==> src/hdl/rotshift_pkg.sv <==
// shift unit package with widths, opcode and mask encodings and pipeline structs.
`default_nettype none

package rotshift_pkg;

   localparam int DATA_W = 64;
   localparam int AMT_W  = 6;

   // codes 5 to 7 are not assigned and come back illegal.
   typedef enum logic [2:0] {
      OP_ROL = 3'd0,
      OP_ROR = 3'd1,
      OP_SLL = 3'd2,
      OP_SRL = 3'd3,
      OP_SRA = 3'd4
   } shift_op_e;

   typedef enum logic [1:0] {
      MASK_NONE = 2'd0,
      MASK_LOW  = 2'd1,
      MASK_HIGH = 2'd2
   } mask_kind_e;

   typedef struct packed {
      shift_op_e          op;
      logic [DATA_W-1:0]  operand;
      logic [AMT_W-1:0]   amount;
   } shift_req_t;

   typedef struct packed {
      logic [DATA_W-1:0]  operand;
      logic [AMT_W-1:0]   rot_amt;
      logic [AMT_W-1:0]   shift_amt;
      mask_kind_e         mask_kind;
      logic               fill;
      logic               illegal;
   } shift_ctrl_t;

   typedef struct packed {
      logic [DATA_W-1:0]  rotated;
      logic [DATA_W-1:0]  mask;
      logic               fill;
      logic               illegal;
   } exec_t;

   typedef struct packed {
      logic [DATA_W-1:0]  data;
      logic               illegal;
   } shift_rsp_t;

endpackage

`default_nettype wire

==> src/hdl/shift_decode.sv <==
// decode stage, maps an opcode onto a left-rotate amount, a mask kind and a fill bit.
`default_nettype none

module shift_decode (
   input  logic                      clk,
   input  logic                      rst,
   input  logic                      in_valid,
   output logic                      in_ready,
   input  rotshift_pkg::shift_req_t  in,
   output logic                      out_valid,
   input  logic                      out_ready,
   output rotshift_pkg::shift_ctrl_t out
);

   rotshift_pkg::shift_ctrl_t ctrl_next;
   logic                      accept;

   // one slot; it frees up in the same cycle the consumer takes it.
   assign in_ready = !out_valid || out_ready;
   assign accept   = in_valid && in_ready;

   always_comb
   begin
      ctrl_next.operand   = in.operand;
      ctrl_next.shift_amt = in.amount;
      ctrl_next.rot_amt   = in.amount;
      ctrl_next.mask_kind = rotshift_pkg::MASK_NONE;
      ctrl_next.fill      = 1'b0;
      ctrl_next.illegal   = 1'b0;
      case (in.op)
         rotshift_pkg::OP_ROL:
         begin
            ctrl_next.rot_amt = in.amount;
         end
         rotshift_pkg::OP_ROR:
         begin
            // rotate right by n is rotate left by 64 - n.
            ctrl_next.rot_amt = -in.amount;
         end
         rotshift_pkg::OP_SLL:
         begin
            ctrl_next.mask_kind = rotshift_pkg::MASK_LOW;
         end
         rotshift_pkg::OP_SRL:
         begin
            ctrl_next.rot_amt   = -in.amount;
            ctrl_next.mask_kind = rotshift_pkg::MASK_HIGH;
         end
         rotshift_pkg::OP_SRA:
         begin
            ctrl_next.rot_amt   = -in.amount;
            ctrl_next.mask_kind = rotshift_pkg::MASK_HIGH;
            ctrl_next.fill      = in.operand[rotshift_pkg::DATA_W-1];
         end
         default:
         begin
            ctrl_next.rot_amt = '0;
            ctrl_next.illegal = 1'b1;
         end
      endcase
   end

   always_ff @(posedge clk)
   begin
      if (rst)
      begin
         out_valid <= 1'b0;
      end
      else if (accept)
      begin
         out_valid <= 1'b1;
      end
      else if (out_ready)
      begin
         out_valid <= 1'b0;
      end
   end

   always_ff @(posedge clk)
   begin
      if (accept)
      begin
         out <= ctrl_next;
      end
   end

endmodule

`default_nettype wire

==> src/hdl/barrel_rotator.sv <==
// execute stage, a registered logarithmic left rotator with a thermometer mask beside it.
`default_nettype none

module barrel_rotator (
   input  logic                      clk,
   input  logic                      rst,
   input  logic                      in_valid,
   output logic                      in_ready,
   input  rotshift_pkg::shift_ctrl_t in,
   output logic                      out_valid,
   input  logic                      out_ready,
   output rotshift_pkg::exec_t       out
);

   localparam int W = rotshift_pkg::DATA_W;
   localparam int S = rotshift_pkg::AMT_W;

   // stage[0] is the operand, stage[S] the fully rotated word.
   logic [S:0][W-1:0]   stage;
   logic [W-1:0]        low_mask;
   logic [W-1:0]        high_mask;
   rotshift_pkg::exec_t exec_next;
   logic                accept;

   assign in_ready = !out_valid || out_ready;
   assign accept   = in_valid && in_ready;

   assign stage[0] = in.operand;

   // each level rotates by 2**k when bit k of the amount is set.
   for (genvar k = 0; k < S; k++)
   begin : g_level
      localparam int SH = 1 << k;

      logic [W-1:0] rotated;

      assign rotated = {stage[k][W-1-SH:0], stage[k][W-1:W-SH]};
      assign stage[k+1] = in.rot_amt[k] ? rotated : stage[k];
   end

   // thermometer codes of shift_amt ones.
   assign low_mask  = ~({W{1'b1}} << in.shift_amt);
   assign high_mask = ~({W{1'b1}} >> in.shift_amt);

   always_comb
   begin
      exec_next.rotated = stage[S];
      exec_next.fill    = in.fill;
      exec_next.illegal = in.illegal;
      case (in.mask_kind)
         rotshift_pkg::MASK_LOW:
         begin
            exec_next.mask = low_mask;
         end
         rotshift_pkg::MASK_HIGH:
         begin
            exec_next.mask = high_mask;
         end
         default:
         begin
            exec_next.mask = '0;
         end
      endcase
   end

   always_ff @(posedge clk)
   begin
      if (rst)
      begin
         out_valid <= 1'b0;
      end
      else if (accept)
      begin
         out_valid <= 1'b1;
      end
      else if (out_ready)
      begin
         out_valid <= 1'b0;
      end
   end

   always_ff @(posedge clk)
   begin
      if (accept)
      begin
         out <= exec_next;
      end
   end

endmodule

`default_nettype wire

==> src/hdl/shift_result.sv <==
// result stage, merges the rotated word with the fill bit and holds the response.
`default_nettype none

module shift_result (
   input  logic                     clk,
   input  logic                     rst,
   input  logic                     in_valid,
   output logic                     in_ready,
   input  rotshift_pkg::exec_t      in,
   output logic                     out_valid,
   input  logic                     out_ready,
   output rotshift_pkg::shift_rsp_t out
);

   localparam int W = rotshift_pkg::DATA_W;

   logic [W-1:0]             fill_word;
   logic [W-1:0]             kept;
   logic [W-1:0]             merged;
   rotshift_pkg::shift_rsp_t rsp_next;
   logic                     accept;

   // a stalled response keeps the register full, which holds off the stage above.
   assign in_ready = !out_valid || out_ready;
   assign accept   = in_valid && in_ready;

   assign fill_word = {W{in.fill}};

   // rotated bits survive where the mask is clear.
   assign kept   = in.rotated & ~in.mask;
   assign merged = kept | (fill_word & in.mask);

   always_comb
   begin
      rsp_next.illegal = in.illegal;
      if (in.illegal)
      begin
         rsp_next.data = '0;
      end
      else
      begin
         rsp_next.data = merged;
      end
   end

   always_ff @(posedge clk)
   begin
      if (rst)
      begin
         out_valid <= 1'b0;
      end
      else if (accept)
      begin
         out_valid <= 1'b1;
      end
      else if (out_ready)
      begin
         out_valid <= 1'b0;
      end
   end

   // loads only on accept, so the response is stable while refused.
   always_ff @(posedge clk)
   begin
      if (accept)
      begin
         out <= rsp_next;
      end
   end

endmodule

`default_nettype wire

==> src/hdl/rotshift_top.sv <==
// 64-bit shift and rotate unit, three pipeline stages with valid/ready links.
`default_nettype none

module rotshift_top (
   input  logic                     clk,
   input  logic                     rst,
   input  logic                     req_valid,
   output logic                     req_ready,
   input  rotshift_pkg::shift_req_t req,
   output logic                     rsp_valid,
   input  logic                     rsp_ready,
   output rotshift_pkg::shift_rsp_t rsp
);

   // decode to execute.
   logic                      ctrl_valid;
   logic                      ctrl_ready;
   rotshift_pkg::shift_ctrl_t ctrl;

   // execute to result.
   logic                      exec_valid;
   logic                      exec_ready;
   rotshift_pkg::exec_t       exec;

   shift_decode i_shift_decode (
      .clk       (clk),
      .rst       (rst),
      .in_valid  (req_valid),
      .in_ready  (req_ready),
      .in        (req),
      .out_valid (ctrl_valid),
      .out_ready (ctrl_ready),
      .out       (ctrl)
   );

   barrel_rotator i_barrel_rotator (
      .clk       (clk),
      .rst       (rst),
      .in_valid  (ctrl_valid),
      .in_ready  (ctrl_ready),
      .in        (ctrl),
      .out_valid (exec_valid),
      .out_ready (exec_ready),
      .out       (exec)
   );

   shift_result i_shift_result (
      .clk       (clk),
      .rst       (rst),
      .in_valid  (exec_valid),
      .in_ready  (exec_ready),
      .in        (exec),
      .out_valid (rsp_valid),
      .out_ready (rsp_ready),
      .out       (rsp)
   );

endmodule

`default_nettype wire

==> config.mk <==
export PLATFORM = sky130hd
export DESIGN_NAME = rotshift_top
export DESIGN_NICKNAME = d
export VERILOG_FILES = /design/src/hdl/rotshift_pkg.sv /design/src/hdl/shift_decode.sv /design/src/hdl/barrel_rotator.sv /design/src/hdl/shift_result.sv /design/src/hdl/rotshift_top.sv
export SDC_FILE = /design/constraint.sdc
export NUM_CORES = 1
export LEC_CHECK = 0
export BUFFER_PORTS_ARGS = -buffer_cell sky130_fd_sc_hd__buf_2
export CAP_MARGIN = 20
export CORE_ASPECT_RATIO = 0.9
export CORE_UTILIZATION = 56
export CTS_BUF_LIST = sky130_fd_sc_hd__clkbuf_4 sky130_fd_sc_hd__clkbuf_8
export CTS_CLUSTER_DIAMETER = 200
export DETAILED_ROUTE_END_ITERATION = 10
export MAX_ROUTING_LAYER = met4
export PLACE_DENSITY = 0.82
export SETUP_SLACK_MARGIN = 0.15
export SYNTH_ARGS = -nofsm -noshare
export SYNTH_HDL_FRONTEND = slang
export SYNTH_SLANG_ARGS = --single-unit
==> constraint.sdc <==
create_clock -name clk -period 16.9 [get_ports clk]
set_input_delay 3.38 -clock clk [delete_from_list [all_inputs] [get_ports clk]]
set_output_delay 3.38 -clock clk [all_outputs]
set_load 0.02 [all_outputs]
# After elaboration in Yosys (flattened, before gate mapping)
# Index checks and enable logic that the tools add are counted.
# Widths: inputs -> output; s select.
classes:
  n_addsub: 1
  n_eq_ne: 6
  shifts: 2
  muxes: 16
  bitwise_logic: 6
  reduce_logical: 17
ops:
  columns: ["cell", "n"]
  rows:
  - ["$mux 64", 6]
  - ["$not 64->64", 3]
  - ["$and 64x64->64", 2]
  - ["$pmux 64 s2", 1]
  - ["$or 64x64->64", 1]
  - ["$shl 64x6->64 const A", 1]
  - ["$shr 64x6->64 const A", 1]
  - ["$pmux 6 s2", 1]
  - ["$mux 1", 7]
  - ["$eq 3x2->1 const B", 2]
  - ["$neg 6->6", 1]
  - ["$reduce_bool 2->1", 3]
  - ["$reduce_or 5->1", 1]
  - ["$pmux 2 s2", 1]
  - ["$reduce_or 2->1", 2]
  - ["$eq 3x1->1 const B", 1]
  - ["$eq 3x3->1 const B", 1]
  - ["$logic_and 1x1->1", 3]
  - ["$logic_not 1->1", 3]
  - ["$logic_not 3->1", 1]
  - ["$logic_or 1x1->1", 3]
  - ["$reduce_or 3->1", 1]
  - ["$eq 2x1->1 const B", 1]
  - ["$eq 2x2->1 const B", 1]
word_totals:
  ff_bits: 278
  in_bits: 77
  output_inout_bits: 67
  wordCells: 63

# Depth between registers and ports, before layout
# Gate-level depths: netlist of run 1.
logic_depth:
  depth_word: 6
  ltp_mapped: 7
  ltp_nobuf: 6

# By module
# From an unflattened synthesis of run 1, not the netlist that was laid out.
unflattened:
  hier_cells: 1008
  area_unflattened_um2: 15496.1
by_module_without_submodules:
  columns: ["mod", "n_inst", "cells_each", "area_per_inst_um2", "seq_area_each_um2"]
  rows:
  - ["barrel_rotator", 1, 678, 9841.9, 3923.8]
  - ["shift_result", 1, 212, 3010.4, 1971.9]
  - ["shift_decode", 1, 118, 2643.8, 2422.3]

# Worst setup path after synthesis of run 1
# No wires, ideal clock.
synth_timing:
  kind: "input -> register"
  start: "input port rsp_ready"
  end: "register i_barrel_rotator.out[0] (netlist bit), enable pin"
  setup_ns: 0.818
  arrival_time_ns: 12.864
  required_ns: 16.082
  slack_ns: 3.218
  stages: 2
  path_buffers: 0
  cell_sequence: "nor2b_1 a21boi_0"
synth_via:
  elab_chain_cells: 3
synth_lines:
  columns: ["element", "line", "source"]
  rows:
  - ["from (decl)", "rotshift_top.sv:11", "input logic rsp_ready,"]
  - ["$logic_or 1x1->1", "shift_result.sv:24", "assign in_ready = !out_valid || out_ready;"]
  - ["$logic_or 1x1->1", "barrel_rotator.sv:25", "assign in_ready = !out_valid || out_ready;"]
  - ["$logic_and 1x1->1", "barrel_rotator.sv:26", "assign accept = in_valid && in_ready;"]
  - ["net i_barrel_rotator.accept", "barrel_rotator.sv:23", "logic accept;"]
  - ["to (signal assigned)", "barrel_rotator.sv:86", "out <= exec_next;"]
  - ["to (decl)", "barrel_rotator.sv:12", "output rotshift_pkg::exec_t out"]
# The timed path passes the listed nets, and every way through them passes these cells.
# A chain may end at the register's enable or synchronous reset.

# Worst setup path after layout of run 1
layout_timing:
  start: "input port rsp_ready"
  end: "output port req_ready"
layout_via:
  elab_chain_cells: 3
layout_lines:
  columns: ["element", "line", "source"]
  rows:
  - ["$logic_or 1x1->1", "shift_result.sv:24", null]
  - ["$logic_or 1x1->1", "barrel_rotator.sv:25", null]
  - ["$logic_or 1x1->1", "shift_decode.sv:19", "assign in_ready = !out_valid || out_ready;"]
  - ["to (decl)", "rotshift_top.sv:8", "output logic req_ready,"]
# Every way passes these cells.

==> results of run 1 <==
[synthesized netlist by cell type, types with 4 or more instances]
library cell and number:
sky130_fd_sc_hd__edfxtp_1 275, sky130_fd_sc_hd__mux2i_1 167, sky130_fd_sc_hd__mux4_2 141, sky130_fd_sc_hd__nor2_1 84
sky130_fd_sc_hd__clkbuf_1 61, sky130_fd_sc_hd__o21ai_0 55, sky130_fd_sc_hd__nand2_1 31, sky130_fd_sc_hd__a21oi_1 26
sky130_fd_sc_hd__o22ai_1 22, sky130_fd_sc_hd__a22o_1 14, sky130_fd_sc_hd__buf_2 12, sky130_fd_sc_hd__buf_1 10
sky130_fd_sc_hd__inv_1 9, sky130_fd_sc_hd__nor3_1 8, sky130_fd_sc_hd__and2_1 5, sky130_fd_sc_hd__nand3_1 5
sky130_fd_sc_hd__a32o_1 4, sky130_fd_sc_hd__buf_12 4, sky130_fd_sc_hd__buf_6 4, sky130_fd_sc_hd__nand2b_1 4
sky130_fd_sc_hd__nor2b_1 4
[state kept, by name, summed over array words and instances, names as in the netlist]
name                        count
i_barrel_rotator.out          130
i_shift_decode.out             80
i_shift_result.out             65
i_barrel_rotator.out_valid      1
i_shift_decode.out_valid        1
i_shift_result.out_valid        1
[worst paths after layout]
kind / startpoint / endpoint / slack (ps) / cells past startpoint
max: rsp_ready / req_ready / 9060 / 4
min: i_shift_decode.out[1] / i_barrel_rotator.out[1] / 420 / 0
max reg2reg: i_shift_decode.out[11] / i_barrel_rotator.out[90] / 13840 / 6
min reg2reg: i_shift_decode.out[1] / i_barrel_rotator.out[1] / 420 / 0
[cell type report]
class / count / area (um2) / area share, %
clock buffer: 55 / 675.6 / 3.951
clock inverter: 17 / 142.6 / 0.8341
inverter: 9 / 33.78 / 0.1975
multi-input combinational: 609 / 6528 / 38.17
sequential: 278 / 8318 / 48.64
tap: 354 / 442.9 / 2.590
timing repair buffer: 165 / 960.9 / 5.619
[layer usage]
metal | vias to the layer above | global-route usage, % | part of all wire (%)
li1 | 4253 | - | -
met1 | 4759 | 37.35 | 40
met2 | 664 | 38.12 | 46
met3 | 82 | 3.903 | 11
met4 | 0 | 9.249 | 3.5
met5 | - | - | 0
[kinds of logic after synthesis]
| kind of cell | Yosys count | share of synthesized area [%] |
|---|---|---|
| simple gates | 154 | 4.339 |
| mux | 312 | 32.26 |
| xor+xnor | 2 | 0.1144 |
| fa+ha+maj | 3 | 0.2452 |
| buf+inv | 102 | 3.269 |
| compound gates | 138 | 5.450 |
| flops | 278 | 54.32 |
[per-stage QoR]
step | instance area, um2 | std cells | power [mW] | hold WS, ps | utilization [%]
CTS | 17020 | 1484 | 1.889 | 420.7 | 63.13
global route | 17100 | 1487 | 1.956 | 423.5 | 63.44
finish | 17100 | 1487 | 1.888 | 419.7 | 63.44
global placement | 16170 | 1411 | 1.340 | 410.9 | 59.99
floorplan | 15310 | 989 | 1.226 | 400.3 | -
detailed placement | 16200 | 1412 | 1.352 | 405.4 | 60.09
[power by group through the flow]
stage | clock (mW) | combinational (mW) | sequential [mW]
final | 0.538 | 0.479 | 0.871
after global routing | 0.576 | 0.505 | 0.875
after CTS | 0.550 | 0.467 | 0.872
after detailed placement | 0 | 0.466 | 0.886
after global placement | 0 | 0.456 | 0.884
after floorplan | 0 | 0.344 | 0.882
[worst max-delay path: cells and delay by family]
family,cells,cell delay (ps)
simple gates,2,780
buf+inv,2,310
==> insert_results.sql, run 1 <==
INSERT INTO impl_metrics (metric_group, metric, value, unit) VALUES
('synth', 'synth_largest_area_cell', 'sky130_fd_sc_hd__edfxtp_1', ''),
('critical_path', 'worstPathMaxFanout', '6', ''),
('synth', 'synth_cells', '989', ''),
('die', 'rows', '57', ''),
('sta', 'final_worst_path_setup_slack', '9065', 'ps'),
('clocking', 'cts_made_buffers', '42', ''),
('sta', 'finalSetupViolations', '0', ''),
('sta', 'slew_headroom', '29.89', '%'),
('sta', 'fin_setup_tns', '0', 'ps'),
('die', 'initial_utilization', '56.80', '%'),
('critical_path', 'cp_data_arrival_time', '4460', 'ps'),
('synth', 'synth-async-reset-ratio', '0', '%'),
('pwr', 'p_leak', '6.371', 'nW'),
('pwr', 'power.ir.vdd_worst', '69.19', 'uV'),
('clocking', 'cts.sinks', '278', ''),
('clocking', 'cts-htree-levels', '2', ''),
('sta', 'final_hold_viol_count', '0', ''),
('sta', 'clock_skew', '33.69', 'ps'),
('synth', 'synthDistinctLibCells', '46', ''),
('routing', 'drt-vias-per-instance', '6.562', ''),
('critical_path', 'cpMaxStageDelayCell', 'sky130_fd_sc_hd__nor2b_1', ''),
('final_layout', 'drive_gt1_share', '33.10', '%'),
('pwr', 'cellPowerDensity', '110.4', 'mW/mm2'),
('die', 'die-height', '158.9', 'um'),
('sta', 'finalWorstPathRequiredPeriod', '7835', 'ps'),
('synth', 'ys.warnings.count', '0', ''),
('synth', 'syn-num-nets', '1069', ''),
('sta', 'setup_repair_after_global_routing_missed_its_margin', 'false', ''),
('sta', 'final_max_slew_viol_count', '0', ''),
('die', 'core_area', '0.02696', 'mm2'),
('routing', 'detail_route.drc_violations', '0', ''),
('grt', 'global_route.overflow_total', '0', ''),
('pwr', 'power.switching_fraction', '28.09', '%'),
('min_path', 'timing.hold.worst.class', 'flip-flop to flip-flop', ''),
('routing', 'drtPass1Iterations', '5', ''),
('clocking', 'clock_latency', '560', 'ps'),
('die', 'ios', '144', ''),
('routing', 'detailroute.via_count', '9758', ''),
('final_layout', 'most_common_cell_after_layout_fill_and_taps_aside', 'sky130_fd_sc_hd__edfxtp_1', ''),
('critical_path', 'path_common_cell', 'sky130_fd_sc_hd__buf_2', ''),
('final_layout', 'leading_cell_types_in_the_layout_fill_and_taps_excluded', 'sky130_fd_sc_hd__edfxtp_1, sky130_fd_sc_hd__mux2i_1, sky130_fd_sc_hd__buf_2', ''),
('critical_path', 'worstSetupPathType', 'input pin to output pin', ''),
('final_layout', 'fillerInstances', '1982', ''),
('synth', 'synth_top_area_share', '53.93', '%'),
('grt', 'first_global_vias', '8760', ''),
('pwr', 'clock_power_share', '28.5', '%'),
('flow_run', 'cap_viol_max_count', '0', ''),
('critical_path', 'timing.critical_path.required', '13520', 'ps'),
('pwr', 'switchingPower', '530.3', 'uW'),
('synth', 'yosys-top-cells-area', 'sky130_fd_sc_hd__edfxtp_1, sky130_fd_sc_hd__mux4_2, sky130_fd_sc_hd__mux2i_1', ''),
('clocking', 'postCtsHoldBufs', '0', ''),
('die', 'dieArea', '0.02801', 'mm2'),
('pwr', 'seqPwrFrac', '46.1', '%'),
('routing', 'route.final.wire_length', '34890', 'um'),
('placement', 'globalplace.congestion', '0.9605', ''),
('final_layout', 'final_net_count', '1185', ''),
('grt', 'grt_antenna_before_repair', '0', ''),
('synth', 'synth-seq-cells', '278', ''),
('final_layout', 'area_growth', '11.68', '%'),
('die', 'die_w', '176.3', 'um'),
('clocking', 'tritoncts_clock_tree', 'done', ''),
('critical_path', 'startpoint_type', 'input pin', ''),
('routing', 'wl_per_cell', '23.46', 'um'),
('clocking', 'cts.repair_timing.setup_buffer_count', '0', ''),
('grt', 'grt.total_usage', '26.00', '%'),
('critical_path', 'list_of_cells_traversed_by_the_critical_path', 'buf_2, nor2b_1, nand3_1, buf_2', ''),
('grt', 'grt_first_pass_wirelength', '52690', 'um'),
('outcome', 'outcome', 'finished, final reports clean', ''),
('synth', 'syn_area', '0.01531', 'mm2'),
('placement', 'post-place-ws', '9092', 'ps'),
('clocking', 'path_clk_slew', '60', 'ps');
No activity file was read; power rests on OpenSTA's default activity.
==> run 2: changes to the inputs <==
--- a/config.mk
+++ b/config.mk
@@ -13,7 +13,7 @@
 export CTS_CLUSTER_DIAMETER = 200
 export DETAILED_ROUTE_END_ITERATION = 10
 export MAX_ROUTING_LAYER = met4
-export PLACE_DENSITY = 0.82
+export PLACE_DENSITY = 0.85
 export SETUP_SLACK_MARGIN = 0.15
 export SYNTH_ARGS = -nofsm -noshare
 export SYNTH_HDL_FRONTEND = slang
==> constraint.sdc (replaced) <==
create_clock -name clk -period 6.74 [get_ports clk]
set_input_delay 1.348 -clock clk [delete_from_list [all_inputs] [get_ports clk]]
set_output_delay 1.348 -clock clk [all_outputs]
set_load 0.02 [all_outputs]
==> run 2 against run 1 <==
  * Clock power rose to 2.6 times the previous value
  * Register-to-register slack worse by 11000 ps
  * Routed wire length up 0.89%
  * Critical endpoint unchanged
  * Cell area about the same
  * Clock skew up 3.6 ps
  * Non-clock buffer count down 1
==> insert_results.sql, run 2 (synthesis gave the netlist of run 1 again) <==
INSERT INTO impl_metrics (metric_group, metric, value, unit) VALUES
('pwr', 'switchingPower', '1.362', 'mW'),
('pwr', 'p_comb_share', '24.6', '%'),
('final_layout', 'largest_registers', 'i_barrel_rotator.out: 130 flops, i_shift_decode.out: 80 flops, i_shift_result.out: 65 flops', ''),
('routing', 'final_antenna_net_count', '0', ''),
('final_layout', 'largest_register_ffs', '130', ''),
('die', 'ios', '144', ''),
('clocking', 'tritoncts_clock_tree', 'done', ''),
('grt', 'grt_max_degree', '81', ''),
('sta', 'finalSetupViolations', '0', ''),
('sta', 'clock_skew', '37.33', 'ps'),
('pwr', 'seqPwrFrac', '45.9', '%'),
('critical_path', 'startpoint_type', 'input pin', ''),
('pwr', 'cellPowerDensity', '279.7', 'mW/mm2'),
('sta', 'fin_setup_tns', '0', 'ps'),
('sta', 'timing_worst_slew_pin_value', '1070', 'ps'),
('min_path', 'timing.hold.worst.class', 'flip-flop to flip-flop', ''),
('final_layout', 'layout.cell_area.non_filler', '0.01710', 'mm2'),
('die', 'dieArea', '0.02801', 'mm2'),
('placement', 'buffer_ports.inserted', '143', ''),
('pwr', 'clock_power_share', '29.5', '%'),
('flow_run', 'cap_viol_max_count', '0', ''),
('grt', 'grt_first_pass_wirelength', '53740', 'um'),
('placement', 'dp.final_hpwl', '25490', 'um'),
('routing', 'detailroute.via_count', '9858', ''),
('critical_path', 'worstSetupPathType', 'input pin to output pin', ''),
('sta', 'final_max_slew_viol_count', '0', ''),
('sta', 'final_hold_viol_count', '0', ''),
('sta', 'setup_repair_after_global_routing_missed_its_margin', 'false', ''),
('clocking', 'cts-htree-levels', '2', ''),
('die', 'die-height', '158.9', 'um'),
('final_layout', 'largest_register', 'i_barrel_rotator.out', ''),
('routing', 'wl_per_cell', '23.55', 'um'),
('grt', 'grt_antenna_before_repair', '0', ''),
('clocking', 'cts_resized', '0', ''),
('sta', 'holdWs', '432.0', 'ps'),
('critical_path', 'worstPathMaxFanout', '6', ''),
('final_layout', 'drive_gt1_share', '33.30', '%'),
('sta', 'finalWorstPathRequiredPeriod', '3751', 'ps'),
('final_layout', 'area_growth', '11.67', '%'),
('final_layout', 'most_common_cell_after_layout_fill_and_taps_aside', 'sky130_fd_sc_hd__edfxtp_1', ''),
('sta', 'slew_headroom', '28.66', '%'),
('grt', 'global_route.overflow_total', '0', ''),
('clocking', 'clock_latency', '580', 'ps'),
('final_layout', 'diodes', '0', ''),
('critical_path', 'timing.critical_path.required', '5390', 'ps'),
('clocking', 'cts_made_buffers', '45', ''),
('critical_path', 'r2r_cells', '4', ''),
('die', 'die_w', '176.3', 'um'),
('die', 'core_area', '0.02696', 'mm2'),
('pwr', 'internal_power', '3.420', 'mW'),
('pwr', 'p_leak', '6.383', 'nW'),
('clocking', 'cts.sinks', '278', ''),
('routing', 'drtPass1Iterations', '6', ''),
('outcome', 'outcome', 'finished, final reports clean', ''),
('routing', 'detail_route.drc_violations', '0', ''),
('sta', 'fin_crit_sh', '55.66', '%'),
('grt', 'grt.total_usage', '26.17', '%'),
('critical_path', 'cp_data_arrival_time', '2400', 'ps'),
('critical_path', 'critPathCaptureType', 'output pin', ''),
('routing', 'detailedRoute.firstIterationViolations', '1460', ''),
('clocking', 'clock_tree.buffer_depth', '3', ''),
('clocking', 'path_clk_slew', '60', 'ps'),
('sta', 'clock.fmax', '266.6', 'MHz'),
('routing', 'drt-vias-per-instance', '6.594', ''),
('pwr', 'power.switching_fraction', '28.48', '%'),
('placement', 'detailed_place.area', '0.01619', 'mm2'),
('final_layout', 'final_net_count', '1187', ''),
('die', 'initial_utilization', '56.80', '%'),
('pwr', 'power.ir.vdd_worst', '173.8', 'uV'),
('die', 'rows', '57', ''),
('clocking', 'cts.repair_timing.setup_buffer_count', '0', ''),
('min_path', 'hold_crit_depth', '0', ''),
('routing', 'route.final.wire_length', '35200', 'um'),
('clocking', 'ctsRootBufferMaster', 'sky130_fd_sc_hd__clkbuf_8', ''),
('clocking', 'postCtsHoldBufs', '0', ''),
('placement', 'globalplace.congestion', '0.9971', ''),
('final_layout', 'leading_cell_types_in_the_layout_fill_and_taps_excluded', 'sky130_fd_sc_hd__edfxtp_1, sky130_fd_sc_hd__mux2i_1, sky130_fd_sc_hd__buf_2', ''),
('grt', 'first_global_vias', '9138', '');
-- run 2: cell types whose count changed in the layout (fill, tap and decap cells not counted), moves of 3 or more --
cell and delta:
sky130_fd_sc_hd__clkinv_1 +3, sky130_fd_sc_hd__clkbuf_8 +3, sky130_fd_sc_hd__buf_16 -3, sky130_fd_sc_hd__clkinv_2 +7
sky130_fd_sc_hd__clkbuf_4 -5
-- run 2: area by class of cell --
| cell class | instances | area, um2 |
|---|---|---|
| tap | 354 | 442.9 |
| timing repair buffer | 164 | 898.4 |
| clock inverter | 28 | 198.9 |
| multi-input combinational | 609 | 6528 |
| inverter | 9 | 33.78 |
| sequential | 278 | 8318 |
| fill | 1921 | 9859 |
| clock buffer | 53 | 679.4 |
-- run 2: final timing paths --
| kind | start | end | slack, ps |
|---|---|---|---|
| setup / recovery | rsp_ready | req_ready | 2990 |
| hold / removal | i_shift_decode.out[0] | i_barrel_rotator.out[0] | 430 |
| setup reg to reg | i_shift_decode.out[13] | i_barrel_rotator.out[103] | 3270 |
| hold reg to reg | i_shift_decode.out[0] | i_barrel_rotator.out[0] | 430 |
-- run 2: power groups by stage --
stage,registers [mW],logic [mW],clock network [mW]
global placement,2.22,1.12,0
CTS,2.19,1.15,1.43
finish,2.20,1.18,1.41
detailed placement,2.23,1.15,0
global route,2.21,1.24,1.51
floorplan,2.20,0.863,0
-- run 2: through the flow --
step	util, %	cells	total power [mW]	worst slack (ps)
floorplan	-	989	3.066	687.7
global placement	59.99	1411	3.343	3042
detailed placement	60.05	1412	3.379	2988
CTS	63.31	1493	4.780	3007
global route	63.43	1495	4.952	2900
finish	63.43	1495	4.782	2989
-- run 2: routing by layer --
| metal | vias up | track usage (%) | wire (um) |
|---|---|---|---|
| met2 | 709 | 37.80 | 16050 |
| li1 | 4259 | - | - |
| met5 | - | - | 0 |
| met1 | 4782 | 36.74 | 13810 |
| met4 | 0 | 11.70 | 1700 |
| met3 | 108 | 4.406 | 3639 |
-- run 2: worst max-delay path, cell delays in order --
cell                      delay [ps]
sky130_fd_sc_hd__buf_2           100
sky130_fd_sc_hd__nor2b_1         570
sky130_fd_sc_hd__nand3_1         180
sky130_fd_sc_hd__buf_2           200
